$ cat src/verilog/tcp_pkg.sv
package tcp_pkg;

	typedef logic [31:0] seq_t;   // sequence or ack number
	typedef logic [15:0] port_t;  // tcp port
	typedef logic [7:0]  flags_t; // raw flag byte, bit order below

	// flag bit positions inside flags_t
	localparam int FLAG_FIN = 0;
	localparam int FLAG_SYN = 1;
	localparam int FLAG_RST = 2;
	localparam int FLAG_PSH = 3;
	localparam int FLAG_ACK = 4;

	localparam int    HDR_BYTES = 20;           // no options, offset always 5
	localparam port_t LOC_PORT  = 16'd80;       // listening port
	localparam seq_t  ISN       = 32'h5eed_0000; // our initial sequence number
	localparam logic [15:0] WINDOW = 16'd1024;  // advertised, never changes

	localparam int QUEUE_AW   = 8;    // 256 byte tx buffer
	localparam int MSS        = 64;   // max payload bytes per segment
	localparam int WAIT_TICKS = 32;   // idle cycles before a short segment goes out
	localparam int RETX_TICKS = 2000; // cycles without ack before resend

	typedef enum logic [2:0] {
		LISTEN,
		SYN_RCVD,
		ESTABLISHED,
		LAST_ACK,
		CLOSED
	} state_t;

	// buffer slot of a sequence number, first data byte is ISN+1
	function automatic logic [QUEUE_AW-1:0] buf_addr(input seq_t s);
		seq_t off;
		off = s - (ISN + 32'd1);
		return off[QUEUE_AW-1:0];
	endfunction

endpackage

$ cat src/verilog/tcp_rx_parser.sv
module tcp_rx_parser (
	input  logic             clk,
	input  logic             reset,
	input  logic [7:0]       rx_d,
	input  logic             rx_v,
	input  logic             rx_sof,
	input  logic             rx_eof,
	output logic             hdr_v,
	output tcp_pkg::port_t   src_port,
	output tcp_pkg::port_t   dst_port,
	output tcp_pkg::seq_t    seg_seq,
	output tcp_pkg::seq_t    seg_ack,
	output tcp_pkg::flags_t  seg_flags,
	output logic [15:0]      seg_len
);

	logic [15:0] cnt; // bytes seen so far in this segment
	logic [15:0] idx; // index of the byte on rx_d
	logic        hdr_ok;

	// working copies, shifted in msb first
	tcp_pkg::port_t  w_src;
	tcp_pkg::port_t  w_dst;
	tcp_pkg::seq_t   w_seq;
	tcp_pkg::seq_t   w_ack;
	tcp_pkg::flags_t w_flags;

	assign idx = rx_sof ? 16'd0 : cnt; // sof restarts the count
	// last byte of a segment long enough to hold a header
	assign hdr_ok = rx_v && rx_eof && (idx >= 16'(tcp_pkg::HDR_BYTES - 1));

	always_ff @(posedge clk) begin
		if (reset) begin
			cnt   <= '0;
			hdr_v <= 1'b0;
		end else begin
			hdr_v <= hdr_ok; // one cycle after the eof byte
			if (rx_v && idx != 16'hffff)
				cnt <= idx + 16'd1;
		end
	end

	// field steering by byte position
	always_ff @(posedge clk) begin
		if (rx_v) begin
			case (idx)
				16'd0, 16'd1:                 w_src <= {w_src[7:0], rx_d};
				16'd2, 16'd3:                 w_dst <= {w_dst[7:0], rx_d};
				16'd4, 16'd5, 16'd6, 16'd7:   w_seq <= {w_seq[23:0], rx_d};
				16'd8, 16'd9, 16'd10, 16'd11: w_ack <= {w_ack[23:0], rx_d};
				16'd13:                       w_flags <= rx_d;
				default: ; // offset, window, checksum, urgent ignored
			endcase
		end
		// publish, held until the next good segment
		if (hdr_ok) begin
			src_port  <= w_src;
			dst_port  <= w_dst;
			seg_seq   <= w_seq;
			seg_ack   <= w_ack;
			seg_flags <= w_flags;
			seg_len   <= idx + 16'd1 - 16'(tcp_pkg::HDR_BYTES); // payload bytes only
		end
	end

endmodule

$ cat src/verilog/tcp_conn_fsm.sv
module tcp_conn_fsm (
	input  logic             clk,
	input  logic             reset,
	input  logic             listen,
	input  logic             hdr_v,
	input  tcp_pkg::port_t   src_port,
	input  tcp_pkg::port_t   dst_port,
	input  tcp_pkg::seq_t    seg_seq,
	input  tcp_pkg::seq_t    seg_ack,
	input  tcp_pkg::flags_t  seg_flags,
	input  logic [15:0]      seg_len,
	output logic             connected,
	output logic             ctl_req,
	output tcp_pkg::flags_t  ctl_flags,
	output tcp_pkg::seq_t    snd_seq,
	output tcp_pkg::seq_t    rcv_ack,
	output tcp_pkg::port_t   rem_port,
	output logic             ack_v,
	output tcp_pkg::seq_t    ack_num
);

	tcp_pkg::state_t state;
	logic            listen_q; // for the rising edge in CLOSED
	logic            for_us;   // new header addressed to our port
	logic            from_rem; // and from the connected peer
	logic            in_order;
	logic            f_syn, f_ack, f_fin, f_rst;

	// control segment flags, always with ACK
	function automatic tcp_pkg::flags_t ctl_mask(input logic syn, input logic fin);
		tcp_pkg::flags_t f;
		f = '0;
		f[tcp_pkg::FLAG_ACK] = 1'b1;
		f[tcp_pkg::FLAG_SYN] = syn;
		f[tcp_pkg::FLAG_FIN] = fin;
		return f;
	endfunction

	assign f_syn = seg_flags[tcp_pkg::FLAG_SYN];
	assign f_ack = seg_flags[tcp_pkg::FLAG_ACK];
	assign f_fin = seg_flags[tcp_pkg::FLAG_FIN];
	assign f_rst = seg_flags[tcp_pkg::FLAG_RST];

	assign for_us   = hdr_v && (dst_port == tcp_pkg::LOC_PORT);
	assign from_rem = for_us && (src_port == rem_port);
	assign in_order = (seg_seq == rcv_ack); // no reassembly, only next expected byte

	// peer may still send its last ACK in LAST_ACK, keep queue alive until then
	assign connected = (state == tcp_pkg::ESTABLISHED) || (state == tcp_pkg::LAST_ACK);

	always_ff @(posedge clk) begin
		if (reset) begin
			state     <= tcp_pkg::LISTEN;
			listen_q  <= 1'b0;
			ctl_req   <= 1'b0;
			ctl_flags <= '0;
			ack_v     <= 1'b0;
			ack_num   <= '0;
			snd_seq   <= tcp_pkg::ISN;
			rcv_ack   <= '0;
			rem_port  <= '0;
		end else begin
			listen_q <= listen;
			ctl_req  <= 1'b0; // pulses
			ack_v    <= 1'b0;
			case (state)
				tcp_pkg::LISTEN: begin
					if (for_us && listen && f_syn && !f_rst) begin
						rem_port  <= src_port;
						rcv_ack   <= seg_seq + 32'd1; // syn takes one number
						snd_seq   <= tcp_pkg::ISN;
						ctl_flags <= ctl_mask(1'b1, 1'b0);
						ctl_req   <= 1'b1;
						state     <= tcp_pkg::SYN_RCVD;
					end
				end
				tcp_pkg::SYN_RCVD: begin
					if (from_rem) begin
						if (f_rst)
							state <= tcp_pkg::LISTEN;
						else if (f_syn) begin // our syn|ack got lost
							ctl_flags <= ctl_mask(1'b1, 1'b0);
							ctl_req   <= 1'b1;
						end else if (f_ack && seg_ack == tcp_pkg::ISN + 32'd1) begin
							snd_seq <= tcp_pkg::ISN + 32'd1;
							state   <= tcp_pkg::ESTABLISHED;
						end
					end
				end
				tcp_pkg::ESTABLISHED: begin
					if (from_rem) begin
						if (f_rst)
							state <= tcp_pkg::LISTEN;
						else begin
							if (f_ack) begin
								ack_v   <= 1'b1; // queue frees acked bytes
								ack_num <= seg_ack;
								snd_seq <= seg_ack;
							end
							if (f_fin && in_order) begin
								rcv_ack   <= rcv_ack + 32'(seg_len) + 32'd1;
								ctl_flags <= ctl_mask(1'b0, 1'b1);
								ctl_req   <= 1'b1;
								state     <= tcp_pkg::LAST_ACK;
							end else if (seg_len != 16'd0) begin
								if (in_order)
									rcv_ack <= rcv_ack + 32'(seg_len);
								ctl_flags <= ctl_mask(1'b0, 1'b0); // dup ack if out of order
								ctl_req   <= 1'b1;
							end
						end
					end
				end
				tcp_pkg::LAST_ACK: begin
					// our fin used one number
					if (from_rem && (f_rst || (f_ack && seg_ack == snd_seq + 32'd1)))
						state <= tcp_pkg::CLOSED;
				end
				tcp_pkg::CLOSED: begin
					if (listen && !listen_q)
						state <= tcp_pkg::LISTEN;
				end
				default: state <= tcp_pkg::LISTEN;
			endcase
		end
	end

endmodule

$ cat src/verilog/tcp_tx_queue.sv
module tcp_tx_queue (
	input  logic                         clk,
	input  logic                         reset,
	input  logic [7:0]                   din,
	input  logic                         vin,
	input  logic                         connected,
	input  logic                         ack_v,
	input  tcp_pkg::seq_t                ack_num,
	input  logic [tcp_pkg::QUEUE_AW-1:0] rd_addr,
	input  logic                         seg_done,
	output logic                         cts,
	output logic                         seg_req,
	output tcp_pkg::seq_t                seg_seq,
	output logic [15:0]                  seg_len,
	output logic [7:0]                   rd_data
);

	logic [7:0] mem [0:2**tcp_pkg::QUEUE_AW-1];

	// pointers kept as absolute sequence numbers
	tcp_pkg::seq_t base_seq; // oldest unacked byte
	tcp_pkg::seq_t sent_seq; // next byte to send
	tcp_pkg::seq_t wr_seq;   // next free slot
	tcp_pkg::seq_t used, unsent, acked;
	logic [15:0]   ready_len, retx_len;
	logic [15:0]   wait_cnt, retx_cnt;
	logic          conn_q;
	logic          wr_en;

	assign used   = wr_seq - base_seq;
	assign unsent = wr_seq - sent_seq;
	assign acked  = ack_num - base_seq; // bytes the ack would free
	assign cts    = used < 32'(2**tcp_pkg::QUEUE_AW);
	assign wr_en  = vin && cts; // writes while full are dropped

	assign ready_len = (unsent >= 32'(tcp_pkg::MSS)) ? 16'(tcp_pkg::MSS) : unsent[15:0];
	assign retx_len  = (used >= 32'(tcp_pkg::MSS)) ? 16'(tcp_pkg::MSS) : used[15:0];

	always_ff @(posedge clk) begin
		if (wr_en)
			mem[tcp_pkg::buf_addr(wr_seq)] <= din;
		rd_data <= mem[rd_addr]; // one cycle read for the builder
	end

	always_ff @(posedge clk) begin
		if (reset) begin
			base_seq <= tcp_pkg::ISN + 32'd1;
			sent_seq <= tcp_pkg::ISN + 32'd1;
			wr_seq   <= tcp_pkg::ISN + 32'd1;
			seg_req  <= 1'b0;
			wait_cnt <= '0;
			retx_cnt <= '0;
			conn_q   <= 1'b0;
		end else begin
			conn_q <= connected;
			if (wr_en)
				wr_seq <= wr_seq + 32'd1;
			if (conn_q && !connected) begin // connection gone, drop everything
				base_seq <= tcp_pkg::ISN + 32'd1;
				sent_seq <= tcp_pkg::ISN + 32'd1;
				wr_seq   <= tcp_pkg::ISN + 32'd1;
				seg_req  <= 1'b0;
				wait_cnt <= '0;
				retx_cnt <= '0;
			end else begin
				// idle time of the unsent tail
				if (wr_en || unsent == 32'd0)
					wait_cnt <= '0;
				else if (wait_cnt != 16'(tcp_pkg::WAIT_TICKS))
					wait_cnt <= wait_cnt + 16'd1;
				// runs only while something is in flight
				if (sent_seq == base_seq || seg_req)
					retx_cnt <= '0;
				else if (retx_cnt != 16'(tcp_pkg::RETX_TICKS))
					retx_cnt <= retx_cnt + 16'd1;
				if (seg_done)
					seg_req <= 1'b0;
				if (ack_v && acked != 32'd0 && acked <= used) begin
					base_seq <= ack_num;
					if (acked > sent_seq - base_seq)
						sent_seq <= ack_num; // ack overtook a rewound sent pointer
					retx_cnt <= '0;
				end else if (!seg_req && !seg_done && connected) begin
					if (retx_cnt == 16'(tcp_pkg::RETX_TICKS)) begin
						seg_req  <= 1'b1; // resend from base
						seg_seq  <= base_seq;
						seg_len  <= retx_len;
						sent_seq <= base_seq + 32'(retx_len);
						retx_cnt <= '0;
					end else if (unsent >= 32'(tcp_pkg::MSS) ||
							(unsent != 32'd0 && wait_cnt == 16'(tcp_pkg::WAIT_TICKS))) begin
						seg_req  <= 1'b1;
						seg_seq  <= sent_seq;
						seg_len  <= ready_len;
						sent_seq <= sent_seq + 32'(ready_len);
						wait_cnt <= '0;
					end
				end
			end
		end
	end

endmodule

$ cat src/verilog/tcp_tx_builder.sv
module tcp_tx_builder (
	input  logic                         clk,
	input  logic                         reset,
	input  logic                         ctl_req,
	input  tcp_pkg::flags_t              ctl_flags,
	input  tcp_pkg::seq_t                snd_seq,
	input  tcp_pkg::seq_t                rcv_ack,
	input  tcp_pkg::port_t               rem_port,
	input  logic                         seg_req,
	input  tcp_pkg::seq_t                seg_seq,
	input  logic [15:0]                  seg_len,
	input  logic [7:0]                   rd_data,
	output logic [tcp_pkg::QUEUE_AW-1:0] rd_addr,
	output logic                         seg_done,
	output logic [7:0]                   tx_d,
	output logic                         tx_v,
	output logic                         tx_sof,
	output logic                         tx_eof
);

	logic            prep, sending; // two stage start, then byte stream
	logic            idle;
	logic            accept_ctl, accept_dat;
	logic            ctl_pend;      // control request seen while busy
	tcp_pkg::flags_t pend_flags;
	logic            is_data;
	logic [15:0]     cnt;           // index of next byte out
	logic [15:0]     last_idx;
	logic [7:0]      hb;            // header byte at cnt

	// latched header of the segment in progress
	tcp_pkg::flags_t h_flags;
	tcp_pkg::seq_t   h_seq;
	tcp_pkg::seq_t   h_ack;
	tcp_pkg::port_t  h_port;
	logic [15:0]     h_len;

	function automatic tcp_pkg::flags_t data_flags();
		tcp_pkg::flags_t f;
		f = '0;
		f[tcp_pkg::FLAG_ACK] = 1'b1;
		f[tcp_pkg::FLAG_PSH] = 1'b1;
		return f;
	endfunction

	assign idle       = !prep && !sending;
	assign accept_ctl = idle && (ctl_req || ctl_pend); // control wins
	// seg_done still high means the queue has not dropped seg_req yet
	assign accept_dat = idle && !accept_ctl && seg_req && !seg_done;
	assign last_idx   = 16'(tcp_pkg::HDR_BYTES - 1) + h_len;

	always_comb begin
		case (cnt)
			16'd0:   hb = tcp_pkg::LOC_PORT[15:8];
			16'd1:   hb = tcp_pkg::LOC_PORT[7:0];
			16'd2:   hb = h_port[15:8];
			16'd3:   hb = h_port[7:0];
			16'd4:   hb = h_seq[31:24];
			16'd5:   hb = h_seq[23:16];
			16'd6:   hb = h_seq[15:8];
			16'd7:   hb = h_seq[7:0];
			16'd8:   hb = h_ack[31:24];
			16'd9:   hb = h_ack[23:16];
			16'd10:  hb = h_ack[15:8];
			16'd11:  hb = h_ack[7:0];
			16'd12:  hb = 8'h50; // data offset 5 words
			16'd13:  hb = h_flags;
			16'd14:  hb = tcp_pkg::WINDOW[15:8];
			16'd15:  hb = tcp_pkg::WINDOW[7:0];
			default: hb = 8'h00; // checksum and urgent pointer
		endcase
	end

	always_ff @(posedge clk) begin
		if (reset) begin
			prep     <= 1'b0;
			sending  <= 1'b0;
			ctl_pend <= 1'b0;
			seg_done <= 1'b0;
			tx_v     <= 1'b0;
			tx_sof   <= 1'b0;
			tx_eof   <= 1'b0;
		end else begin
			tx_v     <= 1'b0;
			tx_sof   <= 1'b0;
			tx_eof   <= 1'b0;
			seg_done <= 1'b0;
			if (ctl_req && !(idle && !ctl_pend))
				ctl_pend <= 1'b1; // served next
			else if (accept_ctl)
				ctl_pend <= 1'b0;
			if (accept_ctl || accept_dat)
				prep <= 1'b1;
			if (prep) begin
				prep    <= 1'b0;
				sending <= 1'b1;
			end
			if (sending) begin
				tx_v   <= 1'b1;
				tx_sof <= (cnt == 16'd0);
				if (cnt == last_idx) begin
					tx_eof   <= 1'b1;
					sending  <= 1'b0;
					seg_done <= is_data; // only data segments release the queue
				end
			end
		end
	end

	always_ff @(posedge clk) begin
		if (ctl_req && !(idle && !ctl_pend))
			pend_flags <= ctl_flags;
		if (accept_ctl || accept_dat) begin
			is_data <= accept_dat;
			h_flags <= accept_dat ? data_flags() : (ctl_pend ? pend_flags : ctl_flags);
			h_seq   <= accept_dat ? seg_seq : snd_seq;
			h_ack   <= rcv_ack;
			h_port  <= rem_port;
			h_len   <= accept_dat ? seg_len : 16'd0;
			rd_addr <= tcp_pkg::buf_addr(seg_seq);
			cnt     <= '0;
		end
		if (sending) begin
			tx_d <= (cnt < 16'(tcp_pkg::HDR_BYTES)) ? hb : rd_data;
			cnt  <= cnt + 16'd1;
			if (cnt >= 16'(tcp_pkg::HDR_BYTES - 1))
				rd_addr <= rd_addr + 1'b1; // keep one address ahead of the output
		end
	end

endmodule

$ cat src/verilog/tcp_core.sv
module tcp_core (
	input  logic       clk,
	input  logic       reset,
	input  logic       listen,
	input  logic [7:0] din,
	input  logic       vin,
	input  logic [7:0] rx_d,
	input  logic       rx_v,
	input  logic       rx_sof,
	input  logic       rx_eof,
	output logic       cts,
	output logic       connected,
	output logic [7:0] tx_d,
	output logic       tx_v,
	output logic       tx_sof,
	output logic       tx_eof
);

	// parser to fsm
	logic            hdr_v;
	tcp_pkg::port_t  src_port, dst_port;
	tcp_pkg::seq_t   rx_seq, rx_ack;
	tcp_pkg::flags_t rx_flags;
	logic [15:0]     rx_len;

	// fsm outputs
	logic            ctl_req;
	tcp_pkg::flags_t ctl_flags;
	tcp_pkg::seq_t   snd_seq, rcv_ack;
	tcp_pkg::port_t  rem_port;
	logic            ack_v;
	tcp_pkg::seq_t   ack_num;

	// queue and builder
	logic                         seg_req, seg_done;
	tcp_pkg::seq_t                seg_seq;
	logic [15:0]                  seg_len;
	logic [tcp_pkg::QUEUE_AW-1:0] rd_addr;
	logic [7:0]                   rd_data;

	tcp_rx_parser rx_parser (
		.clk(clk), .reset(reset),
		.rx_d(rx_d), .rx_v(rx_v), .rx_sof(rx_sof), .rx_eof(rx_eof),
		.hdr_v(hdr_v), .src_port(src_port), .dst_port(dst_port),
		.seg_seq(rx_seq), .seg_ack(rx_ack), .seg_flags(rx_flags), .seg_len(rx_len)
	);

	tcp_conn_fsm conn_fsm (
		.clk(clk), .reset(reset), .listen(listen),
		.hdr_v(hdr_v), .src_port(src_port), .dst_port(dst_port),
		.seg_seq(rx_seq), .seg_ack(rx_ack), .seg_flags(rx_flags), .seg_len(rx_len),
		.connected(connected), .ctl_req(ctl_req), .ctl_flags(ctl_flags),
		.snd_seq(snd_seq), .rcv_ack(rcv_ack), .rem_port(rem_port),
		.ack_v(ack_v), .ack_num(ack_num)
	);

	tcp_tx_queue tx_queue (
		.clk(clk), .reset(reset), .din(din), .vin(vin),
		.connected(connected), .ack_v(ack_v), .ack_num(ack_num),
		.rd_addr(rd_addr), .seg_done(seg_done), .cts(cts),
		.seg_req(seg_req), .seg_seq(seg_seq), .seg_len(seg_len), .rd_data(rd_data)
	);

	tcp_tx_builder tx_builder (
		.clk(clk), .reset(reset),
		.ctl_req(ctl_req), .ctl_flags(ctl_flags),
		.snd_seq(snd_seq), .rcv_ack(rcv_ack), .rem_port(rem_port),
		.seg_req(seg_req), .seg_seq(seg_seq), .seg_len(seg_len), .rd_data(rd_data),
		.rd_addr(rd_addr), .seg_done(seg_done),
		.tx_d(tx_d), .tx_v(tx_v), .tx_sof(tx_sof), .tx_eof(tx_eof)
	);

endmodule

$ cat config.mk
export PLATFORM = sky130hd
export DESIGN_NAME = tcp_core
export DESIGN_NICKNAME = d
export VERILOG_FILES = /design/src/verilog/tcp_pkg.sv /design/src/verilog/tcp_rx_parser.sv /design/src/verilog/tcp_conn_fsm.sv /design/src/verilog/tcp_tx_queue.sv /design/src/verilog/tcp_tx_builder.sv /design/src/verilog/tcp_core.sv
export SDC_FILE = /design/constraint.sdc
export NUM_CORES = 2
export LEC_CHECK = 0
export ABC_AREA = 1
export ABC_CLOCK_PERIOD_IN_PS = 14900
export BUFFER_PORTS_ARGS = -buffer_cell sky130_fd_sc_hd__buf_2
export CAP_MARGIN = 0
export CORE_MARGIN = 1.5
export CORE_UTILIZATION = 38
export CTS_CLUSTER_DIAMETER = 150
export DETAILED_ROUTE_END_ITERATION = 8
export PLACE_DENSITY = 0.61
export SETUP_SLACK_MARGIN = 0.1
export SYNTH_ARGS = -nofsm -noshare
export SYNTH_HDL_FRONTEND = slang
export SYNTH_SLANG_ARGS = --single-unit
$ cat constraint.sdc
create_clock -name clk -period 14.9 [get_ports clk]
set_input_delay 1.49 -clock clk [delete_from_list [all_inputs] [get_ports clk]]
set_output_delay 1.49 -clock clk [all_outputs]
set_load 0.02 [all_outputs]
Word level (Yosys, flattened, before mapping)
Memories as Yosys holds them, arrays and structs flattened. A register that Yosys moved wholly into a read port is not among the register bits.
Index checks and enable logic that the tools add are counted.
{"block": "word_totals", "register_bits": 691, "ram_bits": 2048, "inputBits": 23, "wordCells": 318, "n_memories": 1}
{"block": "op_classes", "n_addsub": 20, "magnitude_cmp": 8, "eq_ne": 59, "n_mux": 92, "bitwise_logic": 8, "reduce_logical": 82}
{"name": "tx_queue.mem", "depth": 256, "width": 8, "rd": 1, "rd_clocked_by_memory_dff": 1, "write_ports": 1, "line": "tcp_tx_queue.sv:18", "text": "logic [7:0] mem [0:2**tcp_pkg::QUEUE_AW-1];"}
{"operator": "2-to-1 mux 32 bit", "n": 22}
{"operator": "2-to-1 mux 16 bit", "n": 17}
{"operator": "equality test 16 x 4 -> 1 bit (second input constant)", "n": 12}
{"operator": "adder 32 x 1 -> 32 bit (second input constant)", "n": 4}
{"operator": "equality test 16 x 3 -> 1 bit (second input constant)", "n": 8}
{"operator": "subtractor 32 bit", "n": 4}
{"operator": "2-to-1 mux 8 bit", "n": 13}
{"operator": "one-hot mux 8 bit (13 select lines)", "n": 1}
{"operator": "adder 32 x 16 -> 32 bit", "n": 3}
{"operator": "equality test 32 bit", "n": 3}
{"operator": "one-hot mux 32 bit (3 select lines)", "n": 1}
{"operator": "adder 16 x 1 -> 16 bit (second input constant)", "n": 4}
{"operator": "equality test 16 x 2 -> 1 bit (second input constant)", "n": 4}
{"operator": ">= comparator 32 x 7 -> 1 bit (second input constant)", "n": 2}
{"operator": "one-hot mux 32 bit (2 select lines)", "n": 1}
{"operator": "nonzero test 32 bit", "n": 2}
{"operator": "equality test 16 x 1 -> 1 bit (second input constant)", "n": 2}
{"operator": "equality test 16 bit", "n": 2}
{"operator": "equality test 32 x 31 -> 1 bit (second input constant)", "n": 1}
{"operator": ">= comparator 16 x 5 -> 1 bit (second input constant)", "n": 2}
{"operator": "greater-than comparator 32 bit", "n": 1}
{"operator": "<= comparator 32 bit", "n": 1}
{"operator": "zero test 16 bit", "n": 2}
{"operator": "zero test 32 bit", "n": 1}
{"operator": "42 further kinds", "n": 156}

Logic depth before layout (Yosys ltp)
{"block": "depth", "ltp_word": 11, "depth_mapped": 42, "mapped_depth_nobuf": 42}

By module
A second synthesis with hierarchy kept.
{"block": "unflattened", "cells_unflattened": 12763, "area_unflattened_um2": 128281.8}
{"mod": "tcp_tx_queue", "n_inst": 1, "cells_per_inst": 9642, "area_each_um2": 101828.9, "seq_area_each_um2": 65703.0}
{"mod": "tcp_conn_fsm", "n_inst": 1, "cells_per_inst": 1762, "area_each_um2": 10445.0, "seq_area_each_um2": 2422.3}
{"mod": "tcp_rx_parser", "n_inst": 1, "cells_per_inst": 502, "area_each_um2": 8329.2, "seq_area_each_um2": 7066.8}
{"mod": "tcp_tx_builder", "n_inst": 1, "cells_per_inst": 857, "area_each_um2": 7678.6, "seq_area_each_um2": 4414.2}

Worst setup path after synthesis
OpenSTA, ideal clock, no wires.
{"block": "synth_path", "path_type": "input port to flip-flop", "from": "input port rx_sof", "to": "register rx_parser.dst_port[0], enable pin", "setup_ps": 733, "arrival_ps": 10171, "required_ps": 14167, "path_slack_ps": 3996, "cell_stages": 7, "n_path_buf": 1, "cell_sequence": "clkbuf_1 > nor2_1 > ha_1 > inv_1 > nand2_1 > a2111oi_0 > nor3_1"}
{"block": "synth_between", "elab_chain_cells": 3}
{"element": "start, declared", "line": "tcp_core.sv:9", "text": "input logic rx_sof,"}
{"element": "2-to-1 mux 16 bit", "line": "tcp_rx_parser.sv:28", "text": "assign idx = rx_sof ? 16'd0 : cnt;"}
{"element": ">= comparator 16 x 5 -> 1 bit", "line": "tcp_rx_parser.sv:30", "text": "assign hdr_ok = rx_v && rx_eof && (idx >= 16'(tcp_pkg::HDR_BYTES - 1));"}
{"element": "logical AND 1 bit", "line": "tcp_rx_parser.sv:30"}
{"element": "named net rx_parser.hdr_ok", "line": "tcp_rx_parser.sv:19", "text": "logic hdr_ok;"}
{"element": "end signal, assigned", "line": "tcp_rx_parser.sv:58", "text": "dst_port <= w_dst;"}
{"element": "end, declared", "line": "tcp_rx_parser.sv:10", "text": "output tcp_pkg::port_t dst_port,"}
The timed path passes the listed nets, and every way through them passes these cells.
A chain may end at the register's enable or synchronous reset.

Final worst setup path
{"block": "layout_path", "from": "register tx_queue.wr_seq[0]", "to": "register tx_queue.sent_seq[28]"}
{"block": "layout_between", "elab_chain_cells": 8, "word_cells_on_any_way": 21, "cone_classes": "add/sub: 4; order compare: 3; eq/ne: 1; mux: 6; reduce/logical: 7"}
{"element": "start, declared", "line": "tcp_tx_queue.sv:23", "text": "tcp_pkg::seq_t wr_seq;"}
{"element": "start signal, assigned", "line": "tcp_tx_queue.sv:49", "text": "wr_seq <= tcp_pkg::ISN + 32'd1;"}
{"element": "start signal, assigned", "line": "tcp_tx_queue.sv:57", "text": "wr_seq <= wr_seq + 32'd1;"}
{"element": "start signal, assigned", "line": "tcp_tx_queue.sv:61", "text": "wr_seq <= tcp_pkg::ISN + 32'd1;"}
{"element": "subtractor 32 bit", "line": "tcp_tx_queue.sv:31", "text": "assign unsent = wr_seq - sent_seq;"}
{"element": ">= comparator 32 x 7 -> 1 bit", "line": "tcp_tx_queue.sv:36, tcp_tx_queue.sv:90"}
{"element": "2-to-1 mux 16 bit", "line": "tcp_tx_queue.sv:36", "text": "assign ready_len = (unsent >= 32'(tcp_pkg::MSS)) ? 16'(tcp_pkg::MSS) : unsent[15:0];"}
{"element": "adder 32 x 16 -> 32 bit", "line": "tcp_tx_queue.sv:95", "text": "sent_seq <= sent_seq + 32'(ready_len);"}
{"element": "2-to-1 mux 32 bit", "line": "tcp_tx_queue.sv:90", "text": "end else if (unsent >= 32'(tcp_pkg::MSS) ||"}
{"element": "2-to-1 mux 32 bit", "line": "tcp_tx_queue.sv:84", "text": "if (retx_cnt == 16'(tcp_pkg::RETX_TICKS)) begin"}
{"element": "2-to-1 mux 32 bit", "line": "tcp_tx_queue.sv:83", "text": "end else if (!seg_req && !seg_done && connected) begin"}
{"element": "2-to-1 mux 32 bit", "line": "tcp_tx_queue.sv:78", "text": "if (ack_v && acked != 32'd0 && acked <= used) begin"}
{"element": "end signal, assigned", "line": "tcp_tx_queue.sv:81", "text": "sent_seq <= ack_num;"}
{"element": "end signal, assigned", "line": "tcp_tx_queue.sv:88", "text": "sent_seq <= base_seq + 32'(retx_len);"}
{"element": "end signal, assigned", "line": "tcp_tx_queue.sv:95"}
{"element": "end, declared", "line": "tcp_tx_queue.sv:22", "text": "tcp_pkg::seq_t sent_seq;"}
Parallel ways exist; a longest one is shown, timed or not. The select of a mux whose other input is x is not followed.

==> parameters.txt <==
Parameter                              Value

Synthesis
  Proportion of synthesized area in mux cells    0%
  Most frequently used flop master after synthesis    sky130_fd_sc_hd__edfxtp_1
  Xor/xnor cell area share of the yosys netlist    2.07%
  Yosys reg bits    2731
  Post-synthesis compound-gate area fraction    12.9%
  Ys Warns    0
  Post-synthesis area per instance    10.2 µm²
  Synthesized netlist cell count    12300
  Cell Area, Synth    125000 µm²
  Count of cell types in the netlist    70
  Main combinational cell family by area after synthesis    simple AND/OR/NAND/NOR gates
  Share of async-settable or async-resettable flops after synthesis    0%
  Register area share after synthesis    63.1%
  Post-synth EDFFs    2440
  Share of synthesized cell area in full adder, half adder and majority cells    2.69%
  Fraction of the mapped netlist area in simple logic gates    14.8%

STA
  Achievable frequency    136 MHz
  Clock Skew    0.0785 ns
  Final count of negative-setup-slack endpoints    0
  Hold Violations, Final    0
  Worst rel slew slack    19.4%
  Measured slew at the worst slew-check pin    1.21 ns
  Final period demand of the worst path    7.35 ns
  Final count of pins violating max slew    0
  Hold Worst Slack    0.404 ns
  Final sum of negative setup slack    0 ns
  Final period util    49.3%
  RSZ-0062 raised after global routing    no

Placed design
  Half-perimeter wire length after detailed placement    240 mm
  Buffers added on ports    35
  Final RePlAce weighted congestion    0.940

Power
  Leak Pwr    49.1 nW
  Pint    14.7 mW
  Switching share of power    37.0%
  Power per cell area    167 nW/µm²
  IR Drop Worst-Case VDD    116 µV
  Share of power burned in combinational logic    31.0%
  Net switching component of the power    8.62 mW
  Clk pwr share    30.7%
  Part of the power in registers    38.3%

Routing
  Highest metal layer with signal wires    met5
  Mean number of vias per cell    5.54
  Remaining design rule violation count    0
  Iteration count of the initial detailed-routing pass    8
  Detailed-route wire length on metal 1    166 mm
  Antenna violation net count after detailed routing    0
  Number of vias after detailed routing    92600
  Total met3 wirelength after detailed routing    31.9 mm
  Routed length per instance    22.8 µm
  Number of DRC markers in iteration 0    10500
  Met2 wirelength from detailed routing    170 mm
  Final Routed Wirelength    380 mm

Finish
  Area used by sequential logic in the layout    79100 µm²
  Final #Nets    12400
  Total of fill cells in the finished design    31300
  Layout cells sized above 1    5.22%
  Combined area of the multi-input logic cells    40900 µm²
  Syn-to-layout area delta    11.1%
  Commonest non-fill, non-tap cells in the layout    sky130_fd_sc_hd__edfxtp_1 (2440), sky130_fd_sc_hd__nor2_1 (2209), sky130_fd_sc_hd__o21ai_0 (1660), sky130_fd_sc_hd__nand2_1 (1477), sky130_fd_sc_hd__inv_1 (873)
  Most common cell after layout, fill and taps aside    sky130_fd_sc_hd__edfxtp_1

Worst hold path
  Class of the tightest hold or removal check    register to register
  Cells on Worst Hold Path    0
  End point of the worst hold path    rx_parser.seg_seq[26]
  Hold wc startpoint    rx_parser.w_seq[26]

Critical path
  Critical path arrival    8.11 ns
  Crit Reg-Reg Endpoint    tx_queue.sent_seq[28]
  Library cell contributing the largest single delay on the critical path    sky130_fd_sc_hd__o21ai_0
  Reg2Reg Launch Point    tx_queue.wr_seq[0]
  Crit-path max cell delay    0.56 ns
  CP endpoint kind    register
  Kind of critical path    register to register
  Setup slack on the worst flop-to-flop path    7.55 ns
  Sort of element at the start of the critical path    register
  Cell depth of the worst flop-to-flop path    37
  Largest fanout on the critical path    11
  Most numerous cell on the critical path    sky130_fd_sc_hd__nand2_1
  WP data required    15.66 ns

Clock network
  Number of H-tree levels    5
  Clock-pin slew on the worst setup and hold paths    0.06 ns
  Clock root buffer    sky130_fd_sc_hd__clkbuf_16
  Largest buffer count on any clock path    4
  Number of clock buffers inserted by TritonCTS    292
  Post-CTS setup buffer count    0
  Resize count post-CTS    0
  Hold buffer count at CTS    0
  Clock Sink Count    2731
  Worst skew pair latency    0.92 ns
  Clock tree from TritonCTS    yes

Run
  Max-cap viol count    0

Die
  Number of I/O pins    36
  Placement Rows    210
  Area of the die    333000 µm²
  Overall die width    577 µm
  Starting Density    38.2%
  Vertical die dimension    577 µm
  Placeable Area    328000 µm²

Global route
  Largest net degree at the start of global routing    186
  Global-route usage over all layers    22.1%
  GRT overflow    0
  Number of antenna violations at the first check in global routing    13
  Global-route wire length before repair    559 mm
  Vias in the first global route    85400

Run status
  Status    complete, no violations
cells by family (layout without fill, tap and decap cells):
kind of cell	after synthesis	after routing
other	1	33
adders and majority gates	265	265
xor gates and xnor gates	296	296
buffers and inverters	1496	1561
AOI/OAI and AO/OA	2946	2946
and+or+nand+nor	4518	4518
DFF	2731	2731
flip-flops by register name, indices dropped and copies added, names as in the netlist, 31 cells and up, named ones only:
signal             cells
tx_queue.mem        2048
conn_fsm.ack_num      32
conn_fsm.rcv_ack      32
conn_fsm.snd_seq      32
rx_parser.seg_ack     32
rx_parser.seg_seq     32
rx_parser.w_ack       32
rx_parser.w_seq       32
tx_builder.h_ack      32
tx_builder.h_seq      32
tx_queue.base_seq     32
tx_queue.seg_seq      32
tx_queue.wr_seq       32
tx_queue.sent_seq     31
worst max-delay path: cells and delay by family, from the launching register on:
| family | cells | cell delay (ns) |
|---|---|---|
| buf+inv | 4 | 0.85 |
| flops | 1 | 0.36 |
| simple gates | 23 | 3.01 |
| compound gates | 7 | 1.92 |
| fa+ha+maj | 3 | 1.07 |
final cells by class:
cell class / instances / share of cell area, %
well taps: 4346 / 3.90
clock inverters: 158 / 1.13
diodes: 6 / 0.0108
inverters: 896 / 2.43
multi-input cells: 8052 / 29.3
repair buffers: 143 / 0.873
clock buffers: 364 / 5.51
flip-flops and latches: 2731 / 56.8
worst max path at each step:
stage | start | endpoint | slack (ns) | cells after the start
final | tx_queue.wr_seq[0] | tx_queue.sent_seq[28] | 7.55 | 37
after global routing | tx_queue.wr_seq[0] | tx_queue.sent_seq[30] | 6.79 | 40
after CTS | tx_queue.wr_seq[0] | tx_queue.sent_seq[28] | 7.63 | 39
after detailed placement | tx_queue.wr_seq[0] | tx_queue.sent_seq[28] | 7.67 | 39
after global placement | tx_queue.wr_seq[0] | tx_queue.sent_seq[28] | 7.73 | 39
after floorplan | rx_sof | rx_parser.dst_port[0] | 4.00 | 7
stage by stage:
step                instances  cell area [µm²]  worst slack [ns]  power, mW  utilization [%]
global route            16700           139000              6.79       24.3             42.5
floorplan               12300           125000              4.00       13.5                -
CTS                     16700           139000              7.63       23.3             42.5
detailed placement      16200           130000              7.67       16.2             39.7
global placement        16200           130000              7.73       16.2             39.7
finish                  16700           139000              7.55       23.3             42.5
cell usage after synthesis (9+ instances only):
library cell,number,area (µm²)
sky130_fd_sc_hd__a211oi_1,37,278
sky130_fd_sc_hd__a21boi_0,10,75.1
sky130_fd_sc_hd__a21o_1,10,75.1
sky130_fd_sc_hd__a21oi_1,397,1990
sky130_fd_sc_hd__a31oi_1,32,200
sky130_fd_sc_hd__buf_1,25,93.8
sky130_fd_sc_hd__buf_2,13,65.1
sky130_fd_sc_hd__clkbuf_1,560,2100
sky130_fd_sc_hd__clkinv_1,9,33.8
sky130_fd_sc_hd__dfxtp_1,291,5830
sky130_fd_sc_hd__edfxtp_1,2440,73300
sky130_fd_sc_hd__ha_1,258,3230
sky130_fd_sc_hd__inv_1,876,3290
sky130_fd_sc_hd__inv_2,11,41.3
sky130_fd_sc_hd__nand2_1,1495,5610
sky130_fd_sc_hd__nand2_2,11,68.8
sky130_fd_sc_hd__nand3_1,350,1750
sky130_fd_sc_hd__nand3b_1,25,188
sky130_fd_sc_hd__nand4_1,140,876
sky130_fd_sc_hd__nor2_1,2212,8300
sky130_fd_sc_hd__nor3_1,144,721
sky130_fd_sc_hd__nor3b_1,11,82.6
sky130_fd_sc_hd__nor4_1,67,419
sky130_fd_sc_hd__o211ai_1,30,225
sky130_fd_sc_hd__o21ai_0,1660,8310
sky130_fd_sc_hd__o21ai_1,18,90.1
sky130_fd_sc_hd__o21bai_1,12,90.1
sky130_fd_sc_hd__o22ai_1,662,4140
sky130_fd_sc_hd__o31ai_1,9,67.6
sky130_fd_sc_hd__o32ai_1,37,324
sky130_fd_sc_hd__or2_2,16,100
sky130_fd_sc_hd__xnor2_1,101,885
sky130_fd_sc_hd__xor2_1,195,1710
per-layer routing:
| layer | vias up | GRT usage (%) |
|---|---|---|
| met5 | - | 0 |
| li1 | 43100 | - |
| met4 | 18 | 7.04 |
| met1 | 45000 | 31.8 |
| met2 | 3847 | 34.2 |
| met3 | 640 | 3.43 |
power by group through the flow:
stage | Combinational, mW | Sequential [mW] | Clock, mW
floorplan | 4.66 | 8.87 | 0
global placement | 7.10 | 9.07 | 0
detailed placement | 7.13 | 9.07 | 0
CTS | 7.16 | 8.91 | 7.23
global route | 7.89 | 8.94 | 7.52
finish | 7.23 | 8.91 | 7.16
(Power assumes the default switching activity.)
